==> src/logic/clkgen_pkg.sv <==
// Shared types for the clock generator
// AXI4-Lite request and response bundles, register map and divide codes

`default_nettype none

package clkgen_pkg;

  // ################################################
  // Widths that carry a meaning
  // ################################################
  typedef logic [3:0]  divcfg_t;      // Divide code
  typedef logic [7:0]  divdec_t;      // Period in clkin cycles
  typedef logic [15:0] tick_count_t;  // Completed divided periods
  typedef logic [7:0]  axil_addr_t;   // Byte address
  typedef logic [31:0] axil_data_t;   // Bus data word
  typedef logic [1:0]  axil_resp_t;   // OKAY or SLVERR

  // Everything the master drives
  typedef struct packed {
    logic       awvalid;
    axil_addr_t awaddr;
    logic       wvalid;
    axil_data_t wdata;
    logic       bready;
    logic       arvalid;
    axil_addr_t araddr;
    logic       rready;
  } axil_req_t;

  // Everything the slave drives
  typedef struct packed {
    logic       awready;
    logic       wready;
    logic       bvalid;
    axil_resp_t bresp;
    logic       arready;
    logic       rvalid;
    axil_data_t rdata;
    axil_resp_t rresp;
  } axil_rsp_t;

  // ################################################
  // Constants
  // ################################################
  localparam axil_resp_t RESP_OKAY   = 2'b00;
  localparam axil_resp_t RESP_SLVERR = 2'b10;

  localparam axil_addr_t REG_CTRL  = 8'h00;  // Divide code and run
  localparam axil_addr_t REG_TICKS = 8'h04;  // Period counter
  localparam axil_addr_t REG_ID    = 8'h08;  // Read-only ident

  localparam axil_data_t CLKGEN_ID = 32'h434B_4701;  // "CKG" plus revision

  localparam divcfg_t DIV_BY2    = 4'd6;  // Shortest divided period
  localparam divcfg_t DIV_BYPASS = 4'd7;  // clkin straight through

endpackage

`default_nettype wire
==> src/logic/clkgen_top.sv <==
// Clock generator top level
// Register block driving the power-of-two divider

`timescale 1ns/1ps
`default_nettype none

module clkgen_top (
  input  logic                  clkin,     // Reference clock
  input  logic                  reset,     // Async, active high
  input  clkgen_pkg::axil_req_t axil_req,  // Host requests
  output clkgen_pkg::axil_rsp_t axil_rsp,  // Host responses
  output logic                  clkout,    // Divided clock
  output logic                  clkout90   // Quarter-period shifted copy
);

  // ################################################
  // Internal connections
  // ################################################
  clkgen_pkg::divcfg_t divcfg;  // Active divide code
  logic                run;     // Divider enable
  logic                tick;    // Period pulse back to TICKS

  // Host register block
  clkgen_regs u_regs (
    .clkin    (clkin),
    .reset    (reset),
    .axil_req (axil_req),
    .axil_rsp (axil_rsp),
    .tick     (tick),
    .divcfg   (divcfg),
    .run      (run)
  );

  // Divider and phase outputs
  clock_divider u_divider (
    .clkin    (clkin),
    .reset    (reset),
    .divcfg   (divcfg),
    .run      (run),
    .clkout   (clkout),
    .clkout90 (clkout90),
    .tick     (tick)
  );

endmodule

`default_nettype wire

==> src/logic/clkgen_regs.sv <==
// AXI4-Lite register block for the clock generator
// CTRL with divide code and run, saturating TICKS counter, ID word

`timescale 1ns/1ps
`default_nettype none

module clkgen_regs (
  input  logic                  clkin,
  input  logic                  reset,
  input  clkgen_pkg::axil_req_t axil_req,  // Master side of the bus
  output clkgen_pkg::axil_rsp_t axil_rsp,  // Slave side of the bus
  input  logic                  tick,      // Divided period done
  output clkgen_pkg::divcfg_t   divcfg,    // CTRL bits 3:0
  output logic                  run        // CTRL bit 4
);

  // Same three steps on both channels
  typedef enum logic [1:0] {
    CH_IDLE,    // Waiting for a request
    CH_ACCEPT,  // Ready high for one cycle
    CH_RESP     // Valid held until taken
  } chan_state_t;

  chan_state_t wr_state;
  chan_state_t rd_state;

  clkgen_pkg::axil_resp_t  bresp_q;
  clkgen_pkg::axil_resp_t  rresp_q;
  clkgen_pkg::axil_resp_t  rresp_d;
  clkgen_pkg::axil_data_t  rdata_q;
  clkgen_pkg::axil_data_t  rdata_d;
  clkgen_pkg::tick_count_t ticks;

  logic wr_fire;    // Write address and data taken
  logic rd_fire;    // Read address taken
  logic wr_mapped;  // Write hits a register
  logic wr_ctrl;
  logic wr_ticks;

  // ################################################
  // Write channel
  // ################################################
  assign wr_fire   = (wr_state == CH_ACCEPT);
  assign wr_mapped = (axil_req.awaddr == clkgen_pkg::REG_CTRL) ||
                     (axil_req.awaddr == clkgen_pkg::REG_TICKS) ||
                     (axil_req.awaddr == clkgen_pkg::REG_ID);
  assign wr_ctrl   = wr_fire && (axil_req.awaddr == clkgen_pkg::REG_CTRL);
  assign wr_ticks  = wr_fire && (axil_req.awaddr == clkgen_pkg::REG_TICKS);

  always_ff @(posedge clkin or posedge reset) begin
    if (reset) begin
      wr_state <= CH_IDLE;
    end else begin
      case (wr_state)
        CH_IDLE: begin
          if (axil_req.awvalid && axil_req.wvalid) begin
            wr_state <= CH_ACCEPT;   // Both halves present
          end
        end
        CH_ACCEPT: wr_state <= CH_RESP;
        CH_RESP: begin
          if (axil_req.bready) begin
            wr_state <= CH_IDLE;
          end
        end
        default: wr_state <= CH_IDLE;
      endcase
    end
  end

  always_ff @(posedge clkin) begin
    if (wr_fire) begin
      bresp_q <= wr_mapped ? clkgen_pkg::RESP_OKAY : clkgen_pkg::RESP_SLVERR;
    end
  end

  // ################################################
  // Read channel
  // ################################################
  assign rd_fire = (rd_state == CH_ACCEPT);

  always_comb begin
    rdata_d = '0;                    // Unmapped reads give zero
    rresp_d = clkgen_pkg::RESP_OKAY;
    case (axil_req.araddr)
      clkgen_pkg::REG_CTRL:  rdata_d = {27'd0, run, divcfg};
      clkgen_pkg::REG_TICKS: rdata_d = {16'd0, ticks};
      clkgen_pkg::REG_ID:    rdata_d = clkgen_pkg::CLKGEN_ID;
      default:               rresp_d = clkgen_pkg::RESP_SLVERR;
    endcase
  end

  always_ff @(posedge clkin or posedge reset) begin
    if (reset) begin
      rd_state <= CH_IDLE;
    end else begin
      case (rd_state)
        CH_IDLE: begin
          if (axil_req.arvalid) begin
            rd_state <= CH_ACCEPT;
          end
        end
        CH_ACCEPT: rd_state <= CH_RESP;
        CH_RESP: begin
          if (axil_req.rready) begin
            rd_state <= CH_IDLE;
          end
        end
        default: rd_state <= CH_IDLE;
      endcase
    end
  end

  // Read data sampled once and held
  always_ff @(posedge clkin) begin
    if (rd_fire) begin
      rdata_q <= rdata_d;
      rresp_q <= rresp_d;
    end
  end

  // ################################################
  // Registers
  // ################################################
  always_ff @(posedge clkin or posedge reset) begin
    if (reset) begin
      divcfg <= '0;
      run    <= 1'b0;
    end else if (wr_ctrl) begin
      divcfg <= axil_req.wdata[3:0];
      run    <= axil_req.wdata[4];
    end
  end

  always_ff @(posedge clkin or posedge reset) begin
    if (reset) begin
      ticks <= '0;
    end else if (wr_ticks) begin
      ticks <= '0;                   // Any data clears
    end else if (tick && run && (ticks != '1)) begin
      ticks <= ticks + 16'd1;        // Stops at all ones
    end
  end

  // Response bundle
  always_comb begin
    axil_rsp.awready = (wr_state == CH_ACCEPT);
    axil_rsp.wready  = (wr_state == CH_ACCEPT);
    axil_rsp.bvalid  = (wr_state == CH_RESP);
    axil_rsp.bresp   = bresp_q;
    axil_rsp.arready = (rd_state == CH_ACCEPT);
    axil_rsp.rvalid  = (rd_state == CH_RESP);
    axil_rsp.rdata   = rdata_q;
    axil_rsp.rresp   = rresp_q;
  end

endmodule

`default_nettype wire

==> src/logic/clock_divider.sv <==
// Power-of-two clock divider with 90 degree copy and period tick
// Codes 0 to 6 divide by 128 down to 2, code 7 bypasses, the rest stop

`timescale 1ns/1ps
`default_nettype none

module clock_divider (
  input  logic                clkin,     // Source clock
  input  logic                reset,     // Async, active high
  input  clkgen_pkg::divcfg_t divcfg,    // Divide code from CTRL
  input  logic                run,       // Enable, restarts when low
  output logic                clkout,    // Divided clock
  output logic                clkout90,  // Same, shifted by a quarter period
  output logic                tick       // One pulse per divided period
);

  clkgen_pkg::divdec_t period;       // Decoded period length
  clkgen_pkg::divdec_t half_pos;     // Falling point of clkout
  clkgen_pkg::divdec_t quarter_pos;  // Rising point of clkout90
  clkgen_pkg::divdec_t three_q_pos;  // Falling point of clkout90
  clkgen_pkg::divdec_t counter;      // Runs 1 up to period

  logic counting;       // Divider active
  logic bypass_sel;     // clkin passed through
  logic div2_sel;       // Divide by two needs the falling edge
  logic armed;          // First clkout edge already produced
  logic full_match;
  logic half_match;
  logic quarter_match;
  logic three_q_match;
  logic clkout_reg;
  logic clkout90_div4;  // Quarter phase for P of 4 and up
  logic clkout90_div2;  // Half-cycle phase for P of 2
  logic tick_reg;

  // ################################################
  // Code decode and match points
  // ################################################
  always_comb begin
    case (divcfg)
      4'd0:                   period = 8'd128;
      4'd1:                   period = 8'd64;
      4'd2:                   period = 8'd32;
      4'd3:                   period = 8'd16;
      4'd4:                   period = 8'd8;
      4'd5:                   period = 8'd4;
      clkgen_pkg::DIV_BY2:    period = 8'd2;
      clkgen_pkg::DIV_BYPASS: period = 8'd1;  // Match every cycle
      default:                period = 8'd0;  // Stopped
    endcase
  end

  assign half_pos    = {1'b0, period[7:1]};
  assign quarter_pos = {2'b00, period[7:2]};
  assign three_q_pos = quarter_pos + half_pos;

  assign counting   = run && (period != 8'd0);
  assign bypass_sel = run && (divcfg == clkgen_pkg::DIV_BYPASS);
  assign div2_sel   = (divcfg == clkgen_pkg::DIV_BY2);

  assign full_match    = counting && (counter == period);
  assign half_match    = counting && (counter == half_pos);
  assign quarter_match = counting && armed && (counter == quarter_pos);
  assign three_q_match = counting && armed && (counter == three_q_pos);

  // ################################################
  // Period counter
  // ################################################
  always_ff @(posedge clkin or posedge reset) begin
    if (reset) begin
      counter  <= 8'd1;
      armed    <= 1'b0;
      tick_reg <= 1'b0;
    end else if (!counting) begin
      counter  <= 8'd1;              // Restart from the top
      armed    <= 1'b0;
      tick_reg <= 1'b0;
    end else begin
      counter  <= full_match ? 8'd1 : counter + 8'd1;  // Self restarting
      armed    <= armed | full_match;
      tick_reg <= full_match;        // Lines up with clkout rise
    end
  end

  // Output clock registers on the rising edge
  always_ff @(posedge clkin or posedge reset) begin
    if (reset) begin
      clkout_reg    <= 1'b0;
      clkout90_div4 <= 1'b0;
    end else if (!counting) begin
      clkout_reg    <= 1'b0;
      clkout90_div4 <= 1'b0;
    end else begin
      if (full_match && !bypass_sel) begin
        clkout_reg <= 1'b1;          // Start of period
      end else if (half_match) begin
        clkout_reg <= 1'b0;          // Mid period
      end
      if (quarter_match) begin
        clkout90_div4 <= 1'b1;
      end else if (three_q_match) begin
        clkout90_div4 <= 1'b0;
      end
    end
  end

  // Divide by two phase from the falling edge
  always_ff @(negedge clkin or posedge reset) begin
    if (reset) begin
      clkout90_div2 <= 1'b0;
    end else if (!counting) begin
      clkout90_div2 <= 1'b0;
    end else if (armed && half_match) begin
      clkout90_div2 <= 1'b1;         // Half cycle after clkout rise
    end else if (full_match) begin
      clkout90_div2 <= 1'b0;
    end
  end

  // ################################################
  // Outputs
  // ################################################
  assign clkout   = bypass_sel ? clkin : (clkout_reg & run);
  assign clkout90 = run & (div2_sel ? clkout90_div2 : clkout90_div4);
  assign tick     = tick_reg & run;  // Quiet as soon as run drops

endmodule

`default_nettype wire

==> config.mk <==
export PLATFORM = sky130hd
export DESIGN_NAME = clkgen_top
export DESIGN_NICKNAME = d
export VERILOG_FILES = /design/src/logic/clkgen_pkg.sv /design/src/logic/clkgen_top.sv /design/src/logic/clkgen_regs.sv /design/src/logic/clock_divider.sv
export SDC_FILE = /design/constraint.sdc
export NUM_CORES = 1
export LEC_CHECK = 0
export BUFFER_PORTS_ARGS = -buffer_cell sky130_fd_sc_hd__buf_2
export CAP_MARGIN = 20
export CORE_ASPECT_RATIO = 1.5
export CORE_MARGIN = 5
export CORE_UTILIZATION = 48
export CTS_CLUSTER_DIAMETER = 80
export DETAILED_ROUTE_END_ITERATION = 8
export HOLD_SLACK_MARGIN = 0.08
export PLACE_DENSITY = 0.77
export REMOVE_ABC_BUFFERS = 1
export SYNTH_ARGS = -nofsm -noshare
export SYNTH_HDL_FRONTEND = slang
export SYNTH_SLANG_ARGS = --single-unit
==> constraint.sdc <==
create_clock -name clkin -period 2.43 [get_ports clkin]
set_input_delay 0.1215 -clock clkin [delete_from_list [all_inputs] [get_ports clkin]]
set_output_delay 0.1215 -clock clkin [all_outputs]
set_load 0.1 [all_outputs]
# [Word level (Yosys, flattened, before mapping)]
# Memory sizes are Yosys's and may differ from the RTL's.
# Index checks and enable logic that the tools add are counted.
[word_totals] reg_bits=74 mem_bits_ro=64 input_bits=55 out_inout_bits=43 elab_cells=97 n_memories=1
[classes] add_sub_neg=3 eq_ne=22 mux=27 bitwise_logic=4 reduce_logical=26
[mem_list] memory="(name not given)" words=8 width=8 read_ports=1 rd_clocked_by_memory_dff=0 wr=0 line_no="clock_divider.sv:40" source="case (divcfg)"
[ops] op="case mux 31 bit (3 select lines)" count=1
[ops] op="2-to-1 mux 16 bit" count=2
[ops] op="2-to-1 mux 8 bit" count=3
[ops] op="adder 16 x 1 -> 16 bit (second input constant)" count=1
[ops] op="== test 8 x 3 -> 1 bit (second input constant)" count=2
[ops] op="== test 8 x 4 -> 1 bit (second input constant)" count=2
[ops] op="== test 8 bit" count=2
[ops] op="zero test 8 bit" count=2
[ops] op="!= test 16 bit (second input constant)" count=1
[ops] op="logical AND 1 bit" count=14
[ops] op="2-to-1 mux 1 bit" count=13
[ops] op="2-to-1 mux 2 bit" count=6
[ops] op="case mux 2 bit (3 select lines)" count=2
[ops] op="!= test 3 bit (second input constant)" count=3
[ops] op="adder 6 x 7 -> 8 bit" count=1
[ops] op="adder 8 x 1 -> 8 bit (second input constant)" count=1
[ops] op="== test 4 x 3 -> 1 bit (second input constant)" count=2
[ops] op="== test 8 x 6 -> 1 bit" count=1
[ops] op="== test 8 x 7 -> 1 bit" count=1
[ops] op="nonzero test 8 bit" count=1
[ops] op="!= test 2 bit (second input constant)" count=3
[ops] op="== test 2 x 1 -> 1 bit (second input constant)" count=2
[ops] op="== test 2 bit (second input constant)" count=2
[ops] op="zero test 2 bit" count=2
[ops] op="8 further kinds" count=12

# [Depth between registers and ports, before layout]
# Gate-level depths: netlist of the first run.
# An unclocked memory read counts as a cell.
[logic_depth] word_depth=9 mapped_depth=12 ltp_nobuf=11

# [Modules after synthesis]
# Synthesis of the first run repeated with hierarchy kept, for this count alone.
[hier_totals] cells_unflattened=390 area_unflattened_um2=3739.8
[by_module_without_submodules] module="clkgen_regs" instances=1 cells_each=213 area_per_inst_um2=2301.0 seq_area_each_um2=1196.1
[by_module_without_submodules] module="clock_divider" instances=1 cells_each=177 area_per_inst_um2=1438.9 seq_area_each_um2=326.6

==> results.py, run 1 <==
metrics = {
    "place": {
        "gp_congestion": 0.9165,
        "place.port_buffers": 59,
        "dp_worst_setup_slack_ns": -0.5192,
        "placement.cell_area_mm2": 0.004290,
        "place_hpwl_mm": 7.290,
    },
    "routing": {
        "detail_route.iter0.violations": 229,
        "drc_errors": 0,
        "final_antenna_net_count": 0,
        "post_drt_via_cell_ratio": 5.262,
        "first_pass_iters": 4,
        "dr_total_vias": 3178,
        "final_wirelength_mm": 9.853,
        "drt-wirelength-per-cell_um": 16.31,
    },
    "yosys": {
        "postSynthCellCount": 376,
        "synth-seq-cells": 57,
        "compound_gate_portion_of_the_synthesized_area_pct": 11.44,
        "synth-edff-count": 19,
        "syn_area_mm2": 0.003597,
        "seq_area_frac_synth_pct": 42.33,
        "post_synth_and_or_nand_nor_area_fraction_pct": 24.10,
        "synth.area.mux_share_pct": 2.122,
        "synth.yosys.warnings": 0,
        "post_synth_fa_ha_maj_area_fraction_pct": 3.130,
        "yosys.cell_types.count": 66,
        "xor_xnor_fraction_of_synth_area_pct": 8.278,
        "prevailing_post_synth_register_cell": "dfrtp_1",
        "combinational_family_with_the_most_area_after_synthesis": "simple AND/OR/NAND/NOR gates",
        "syn-mean-instance-area_um2": 9.567,
        "postSynth.asyncResetShare_pct": 66.67,
    },
    "power": {
        "netSwitchingFraction_pct": 43.60,
        "p_per_area_mw_per_mm2": 690.4,
        "sequential_fraction_of_design_power_pct": 34.2,
        "power.share.combinational_pct": 36.0,
        "peakVddDrop_v": 0.0006775,
        "total_switching_power_mw": 1.459,
        "power_frac_clock_pct": 29.7,
        "total_chip_power_mw": 3.345,
        "internal_power_mw": 1.886,
        "static-leakage-power_nw": 2.149,
    },
    "sta": {
        "worst_slack_ns": -0.4354,
        "finalClockSkew_ns": 0.009485,
        "timing_max_transition_violations_final": 0,
        "setup_viol": 3,
        "hold_viol": 0,
        "worst-slew-pin-transition_ns": 0.6504,
        "slew_headroom_pct": 56.59,
        "setup_repair_after_global_routing_missed_its_margin": "true",
        "hold_ws_ns": 0.1135,
    },
    "worst_setup_path": {
        "end_kind": "flop",
        "critical_path_class": "reg -> reg",
        "worst-endpoint-arrival_ns": 2.12,
        "cp_top_family": "compound AO/OA/AOI/OAI gates",
        "critical_path.cell_chain": "buf_12 -> buf_4 -> nand2_1 -> nor3_1 -> a2111oi_0 -> o2111ai_1 -> o22ai_1",
        "worst-endpoint-required_ns": 1.68,
        "slowest_delay_ns": 0.44,
        "cp-start-kind": "flop",
        "worst-path-buf-inv": 2,
        "critPathMaxFanout": 6,
        "cpMaxStageDelayCell": "dfrtp_2",
    },
    "die": {
        "placementRows": 38,
        "die_h_um": 116.0,
        "fp.dieArea_mm2": 0.009361,
        "floorplan.core_area_mm2": 0.007274,
        "initial_utilization_pct": 49.45,
        "die_width_um": 80.69,
        "top_level_ports": 98,
    },
    "clock_network": {
        "tritoncts": "built",
        "clk_latency_ns": 0.45,
        "cts.clk_slew.worst_paths_ns": 0.07,
    },
    "cells_and_area": {
        "largest_reg_flops": 17,
        "largest_registers": "u_regs.rdata_q: 17 flops, u_regs.ticks: 16 flops, u_divider.counter: 8 flops",
        "fin_nets": 563,
        "diodes": 0,
        "final_design_area_no_fill_mm2": 0.004845,
        "area.growth.synth_to_final_pct": 34.68,
        "regMostFlops": "u_regs.rdata_q",
        "ratio_of_cells_with_drive_above_1_in_the_final_layout_pct": 35.91,
    },
    "global_routing": {
        "total_global_routing_overflow": 0,
        "first_global_vias": 3319,
        "first_pass_grt_wire_length_mm": 15.41,
        "groute.usage.overall_pct": 22.24,
        "maximum_number_of_pins_on_one_net_before_global_route_repair": 38,
        "grt_antenna_before_repair": 0,
    },
    "job": {
        "drv_cap": 0,
    },
    "run_status": {
        "violations": "setup timing",
        "run_status": "finished, violations left",
    },
    "min_path": {
        "class_of_the_worst_hold_path": "in -> reg",
    },
}
## stage by stage
step                std cells  setup TNS [ns]  utilization [%]
finish                    604         -0.8333            66.60
global route              604          -1.049            66.60
CTS                       603         -0.8671            65.94
detailed placement        566         -0.7521            58.98
global placement          566         -0.6097            58.98
floorplan                 348          -28.70                -
## metal layers
metal,wire length (um),vias to the layer above,GRT usage (%)
met3,407,40,4.121
met2,5362,99,40.38
met4,576,0,17.59
met1,3506,1508,21.57
li1,-,1531,-
met5,0,-,0
## Yosys cell counts, types with 3 or more instances
master,number,share of area (%)
nand4_1,8,1.4
nand2b_1,8,1.4
nor4_1,5,0.87
mux2_2,4,1.3
inv_1,17,1.8
o21ai_1,3,0.42
clkbuf_1,6,0.63
nand3_1,14,1.9
xor2_1,15,3.7
a22o_1,4,0.97
nor3b_1,5,1.0
buf_2,10,1.4
nor4b_1,3,0.73
a21oi_1,9,1.3
nor3_1,8,1.1
o32ai_1,3,0.73
and2_1,9,1.6
xnor2_1,19,4.6
and3_1,4,0.70
edfxtp_1,19,16
o21ai_0,9,1.3
nor2_1,38,4.0
nor2b_1,9,1.6
dfrtp_1,36,25
a21o_1,9,1.9
a31oi_1,5,0.87
ha_1,9,3.1
buf_4,20,4.2
nand2_1,21,2.2
## tightest hold or removal path: cells and delay by family
kind,cells,cell delay [ns]
buffers and inverters,1,0.11
multiplexers,1,0.22
AND/OR/NAND/NOR,1,0.08
## final cells by class
type	instances	area, um2
clock inverter	7	70.07
tap	100	125.1
timing repair buffer	136	963.4
inverter	18	67.56
fill	570	2430
sequential	57	1525
multi-input combinational	273	1921
clock buffer	13	172.7
## cells in the final DEF, fill, tap and decap left out, types with 7 or more instances in the layout
cell	n
nor2_1	35
a21oi_1	7
and2_1	9
nor2b_1	8
buf_2	56
nand4_1	8
conb_1	11
inv_1	17
nand2b_1	7
a21o_1	9
dlygate4sd3_1	15
edfxtp_1	19
nor3_1	8
dfrtp_1	34
buf_4	60
xnor2_1	19
o21ai_0	9
nand3_1	14
xor2_1	15
nand2_1	21
clkbuf_8	12
## power by group through the flow
stage                     sequential [mW]  combinational [mW]  clock [mW]
final                                1.15                1.21       0.994
after global routing                 1.15                1.25        1.06
after CTS                            1.15                1.20        1.01
after detailed placement             1.17                1.18     0.00101
after global placement               1.16                1.17     0.00101
after floorplan                      1.78               0.362     0.00101
## cell families after synthesis
kind of cell | after synthesis
AO/OA/AOI/OAI | 59
XOR/XNOR | 34
adder cells (fa/ha/maj) | 9
buffers and inverters | 56
flip-flops | 57
multiplexers | 7
other | 1
AND/OR/NAND/NOR | 153
## final timing paths
| kind | startpoint | to | slack [ns] | cells after the start |
|---|---|---|---|---|
| min in group asynchronous | reset | u_regs.wr_state[1]$_DFFE_PP0P_ | 0.42 | 4 |
| worst max register to register | u_regs.divcfg[1]$_DFFE_PP0P_ | u_divider.clkout90_div2$_DFFE_NP0P_ | -0.44 | 7 |
| worst min register to register | u_regs.rd_state[0]$_DFFE_PP0P_ | u_regs.rd_state[0]$_DFFE_PP0P_ | 0.46 | 1 |
| worst max-delay path | u_regs.divcfg[1]$_DFFE_PP0P_ | u_divider.clkout90_div2$_DFFE_NP0P_ | -0.44 | 7 |
| worst min-delay path | axil_req[46] | u_regs.divcfg[2]$_DFFE_PP0P_ | 0.11 | 3 |
| max in group asynchronous | reset | u_divider.clkout90_div2$_DFFE_NP0P_ | 1.08 | 3 |
## repair_timing
action / 4_1_cts / 5_1_grt
buffers inserted: 3 / 1
setup endpoints to repair: 3 / 4
hold buffers: 15 / 0
pin swaps: 9 / 5
endpoints found under the hold margin: 47 / 0
resized for setup: 19 / 8
No activity file was read; power rests on OpenSTA's default activity.
==> run 2: changes to the inputs <==
- CELL_PAD_IN_SITES_DETAIL_PLACEMENT: default -> 0
- CELL_PAD_IN_SITES_GLOBAL_PLACEMENT: default -> 2
- CORE_UTILIZATION: 48 -> 29
- PLACE_DENSITY: 0.77 -> default
- PLACE_DENSITY_LB_ADDON: default -> 0.12
==> run 2 against run 1 <==
Effect of this change: the flow still finishes with violations (setup timing); via count shrank 2.3%; non-clock buffer count rose by 6; clock skew rose by 0.023 ns; register-to-register slack lost 0.02 ns; die area up 58%; power rose by 11%; flip-flop and latch count stayed put; critical endpoint unchanged; highest routed layer unchanged.
==> results.py, run 2 (synthesized netlist as in run 1, its figures left out) <==
metrics = {
    "run_status": {
        "run_status": "finished, violations left",
        "violations": "setup timing",
    },
    "clock_network": {
        "tritoncts": "built",
        "clk_latency_ns": 0.47,
        "cts.clk_slew.worst_paths_ns": 0.05,
    },
    "worst_setup_path": {
        "worst_r2r_startpoint": "u_regs.divcfg[2]$_DFFE_PP0P_",
        "cp-start-kind": "flop",
        "end_kind": "flop",
        "worst-endpoint-arrival_ns": 1.97,
        "worst-r2r-cell-count": 6,
        "regToRegSetupSlack_ns": -0.45,
        "crit-reg2reg-capture": "u_divider.clkout90_div2$_DFFE_NP0P_",
        "critical_path_class": "reg -> reg",
        "critPathMaxFanout": 5,
        "worst-endpoint-required_ns": 1.51,
    },
    "cells_and_area": {
        "regMostFlops": "u_regs.rdata_q",
        "area.growth.synth_to_final_pct": 37.95,
        "final_design_area_no_fill_mm2": 0.004962,
        "diodes": 0,
        "largest_reg_flops": 17,
        "ratio_of_cells_with_drive_above_1_in_the_final_layout_pct": 34.90,
        "largest_registers": "u_regs.rdata_q: 17 flops, u_regs.ticks: 16 flops, u_divider.counter: 8 flops",
        "fin_cells": 663,
        "layout.cells.most_common_list": "buf_4 (68), buf_2 (58), nor2_1 (37), dfrtp_1 (35), nand2_1 (21)",
        "fin_nets": 569,
        "layout_commonest_cell": "buf_4",
    },
    "min_path": {
        "class_of_the_worst_hold_path": "in -> reg",
        "hold_endpoint": "u_regs.divcfg[0]$_DFFE_PP0P_",
        "hold_path.startpoint": "axil_req[46]",
        "worst_hold_path.num_cells": 3,
    },
    "die": {
        "fp.dieArea_mm2": 0.01478,
        "die_width_um": 100.9,
        "top_level_ports": 98,
        "initial_utilization_pct": 29.78,
        "floorplan.core_area_mm2": 0.01208,
        "die_h_um": 146.4,
        "placementRows": 49,
    },
    "routing": {
        "detail_route.iter0.violations": 86,
        "final_antenna_net_count": 0,
        "drc_errors": 0,
        "final_wirelength_mm": 10.70,
        "first_pass_iters": 4,
        "drt-wirelength-per-cell_um": 16.14,
        "post_drt_via_cell_ratio": 4.682,
        "dr_total_vias": 3104,
    },
    "job": {
        "drv_cap": 0,
    },
    "global_routing": {
        "first_pass_grt_wire_length_mm": 16.87,
        "total_global_routing_overflow": 0,
        "maximum_number_of_pins_on_one_net_before_global_route_repair": 38,
        "grt_antenna_before_repair": 0,
        "groute.usage.overall_pct": 15.29,
        "first_global_vias": 3308,
    },
    "sta": {
        "setup_viol": 3,
        "worst_slack_ns": -0.4549,
        "hold_viol": 0,
        "setup_repair_after_global_routing_missed_its_margin": "true",
        "worst-slew-pin-transition_ns": 0.6147,
        "hold_ws_ns": 0.09153,
        "finalClockSkew_ns": 0.03212,
        "slew_headroom_pct": 58.70,
        "totalNegativeSetupSlack_ns": -1.085,
        "timing_max_transition_violations_final": 0,
    },
    "place": {
        "placement.cell_area_mm2": 0.004412,
        "dp_cells": 628,
        "place_hpwl_mm": 8.375,
        "gp_congestion": 0.7888,
        "place.port_buffers": 59,
    },
    "power": {
        "peakVddDrop_v": 0.0003721,
        "p_per_area_mw_per_mm2": 745.3,
        "total_chip_power_mw": 3.699,
        "static-leakage-power_nw": 2.267,
    },
}
run 2: how the worst max path moves through the flow:
stage                                             from                                  end  slack (ns)
after floorplan           u_regs.rdata_q[25]$_DFFE_PP_                         axil_rsp[18]       -2.23
after global placement    u_regs.divcfg[2]$_DFFE_PP0P_  u_divider.clkout90_div2$_DFFE_NP0P_       -0.47
after detailed placement  u_regs.divcfg[1]$_DFFE_PP0P_  u_divider.clkout90_div2$_DFFE_NP0P_       -0.51
after CTS                 u_regs.divcfg[2]$_DFFE_PP0P_  u_divider.clkout90_div2$_DFFE_NP0P_       -0.47
after global routing      u_regs.divcfg[2]$_DFFE_PP0P_  u_divider.clkout90_div2$_DFFE_NP0P_       -0.53
final                     u_regs.divcfg[2]$_DFFE_PP0P_  u_divider.clkout90_div2$_DFFE_NP0P_       -0.45
run 2: layout make-up:
class                           count  area, um2
Clock buffer                       14      309.0
Clock inverter                      6      35.03
Fill cell                        1217       7116
Inverter                           18      67.56
Multi-Input combinational cell    273       1857
Sequential cell                    57       1524
Tap cell                          153      191.4
Timing Repair Buffer              142      978.4
run 2: stage by stage:
| step | util (%) | setup slack, ns |
|---|---|---|
| 5_1_grt | 41.09 | -0.5333 |
| 3_5_place_dp | 36.53 | -0.5053 |
| 3_3_place_gp | 36.53 | -0.4692 |
| 2_1_floorplan | - | -2.229 |
| 6_report | 41.09 | -0.4549 |
| 4_1_cts | 40.84 | -0.4656 |
run 2: what timing repair did:
item | 4_1_cts | 5_1_grt
endpoints found under the hold margin | 47 | 0
resized for setup | 8 | 5
hold buffers | 14 | 0
cloned | 0 | 0
pin swaps | 8 | 1
endpoints found under the setup margin | 3 | 3
buffers inserted | 2 | 0
run 2: report_power, final:
part           switching [mW]  total (mW)  internal [mW]
Sequential             0.0453        1.15           1.11
Combinational           0.995        1.18          0.188
Clock                   0.474        1.37          0.891
Total                    1.51        3.70           2.18
run 2: per-layer routing:
metal / global-route usage [%] / vias to the layer above / wire length (um)
met4: 10.05 / 0 / 435
li1: - / 1542 / -
met5: 0 / - / 0
met1: 13.97 / 1486 / 3725
met2: 29.49 / 55 / 6218
met3: 2.721 / 21 / 323
run 2: worst max-delay path, cell delays in order, from the launching register on:
cell and delay, ns:
dfrtp_1 0.42, or4b_1 0.48, a21o_1 0.18, a2bb2oi_2 0.13, nand4_2 0.15, nand2_2 0.11
o22ai_2 0.07
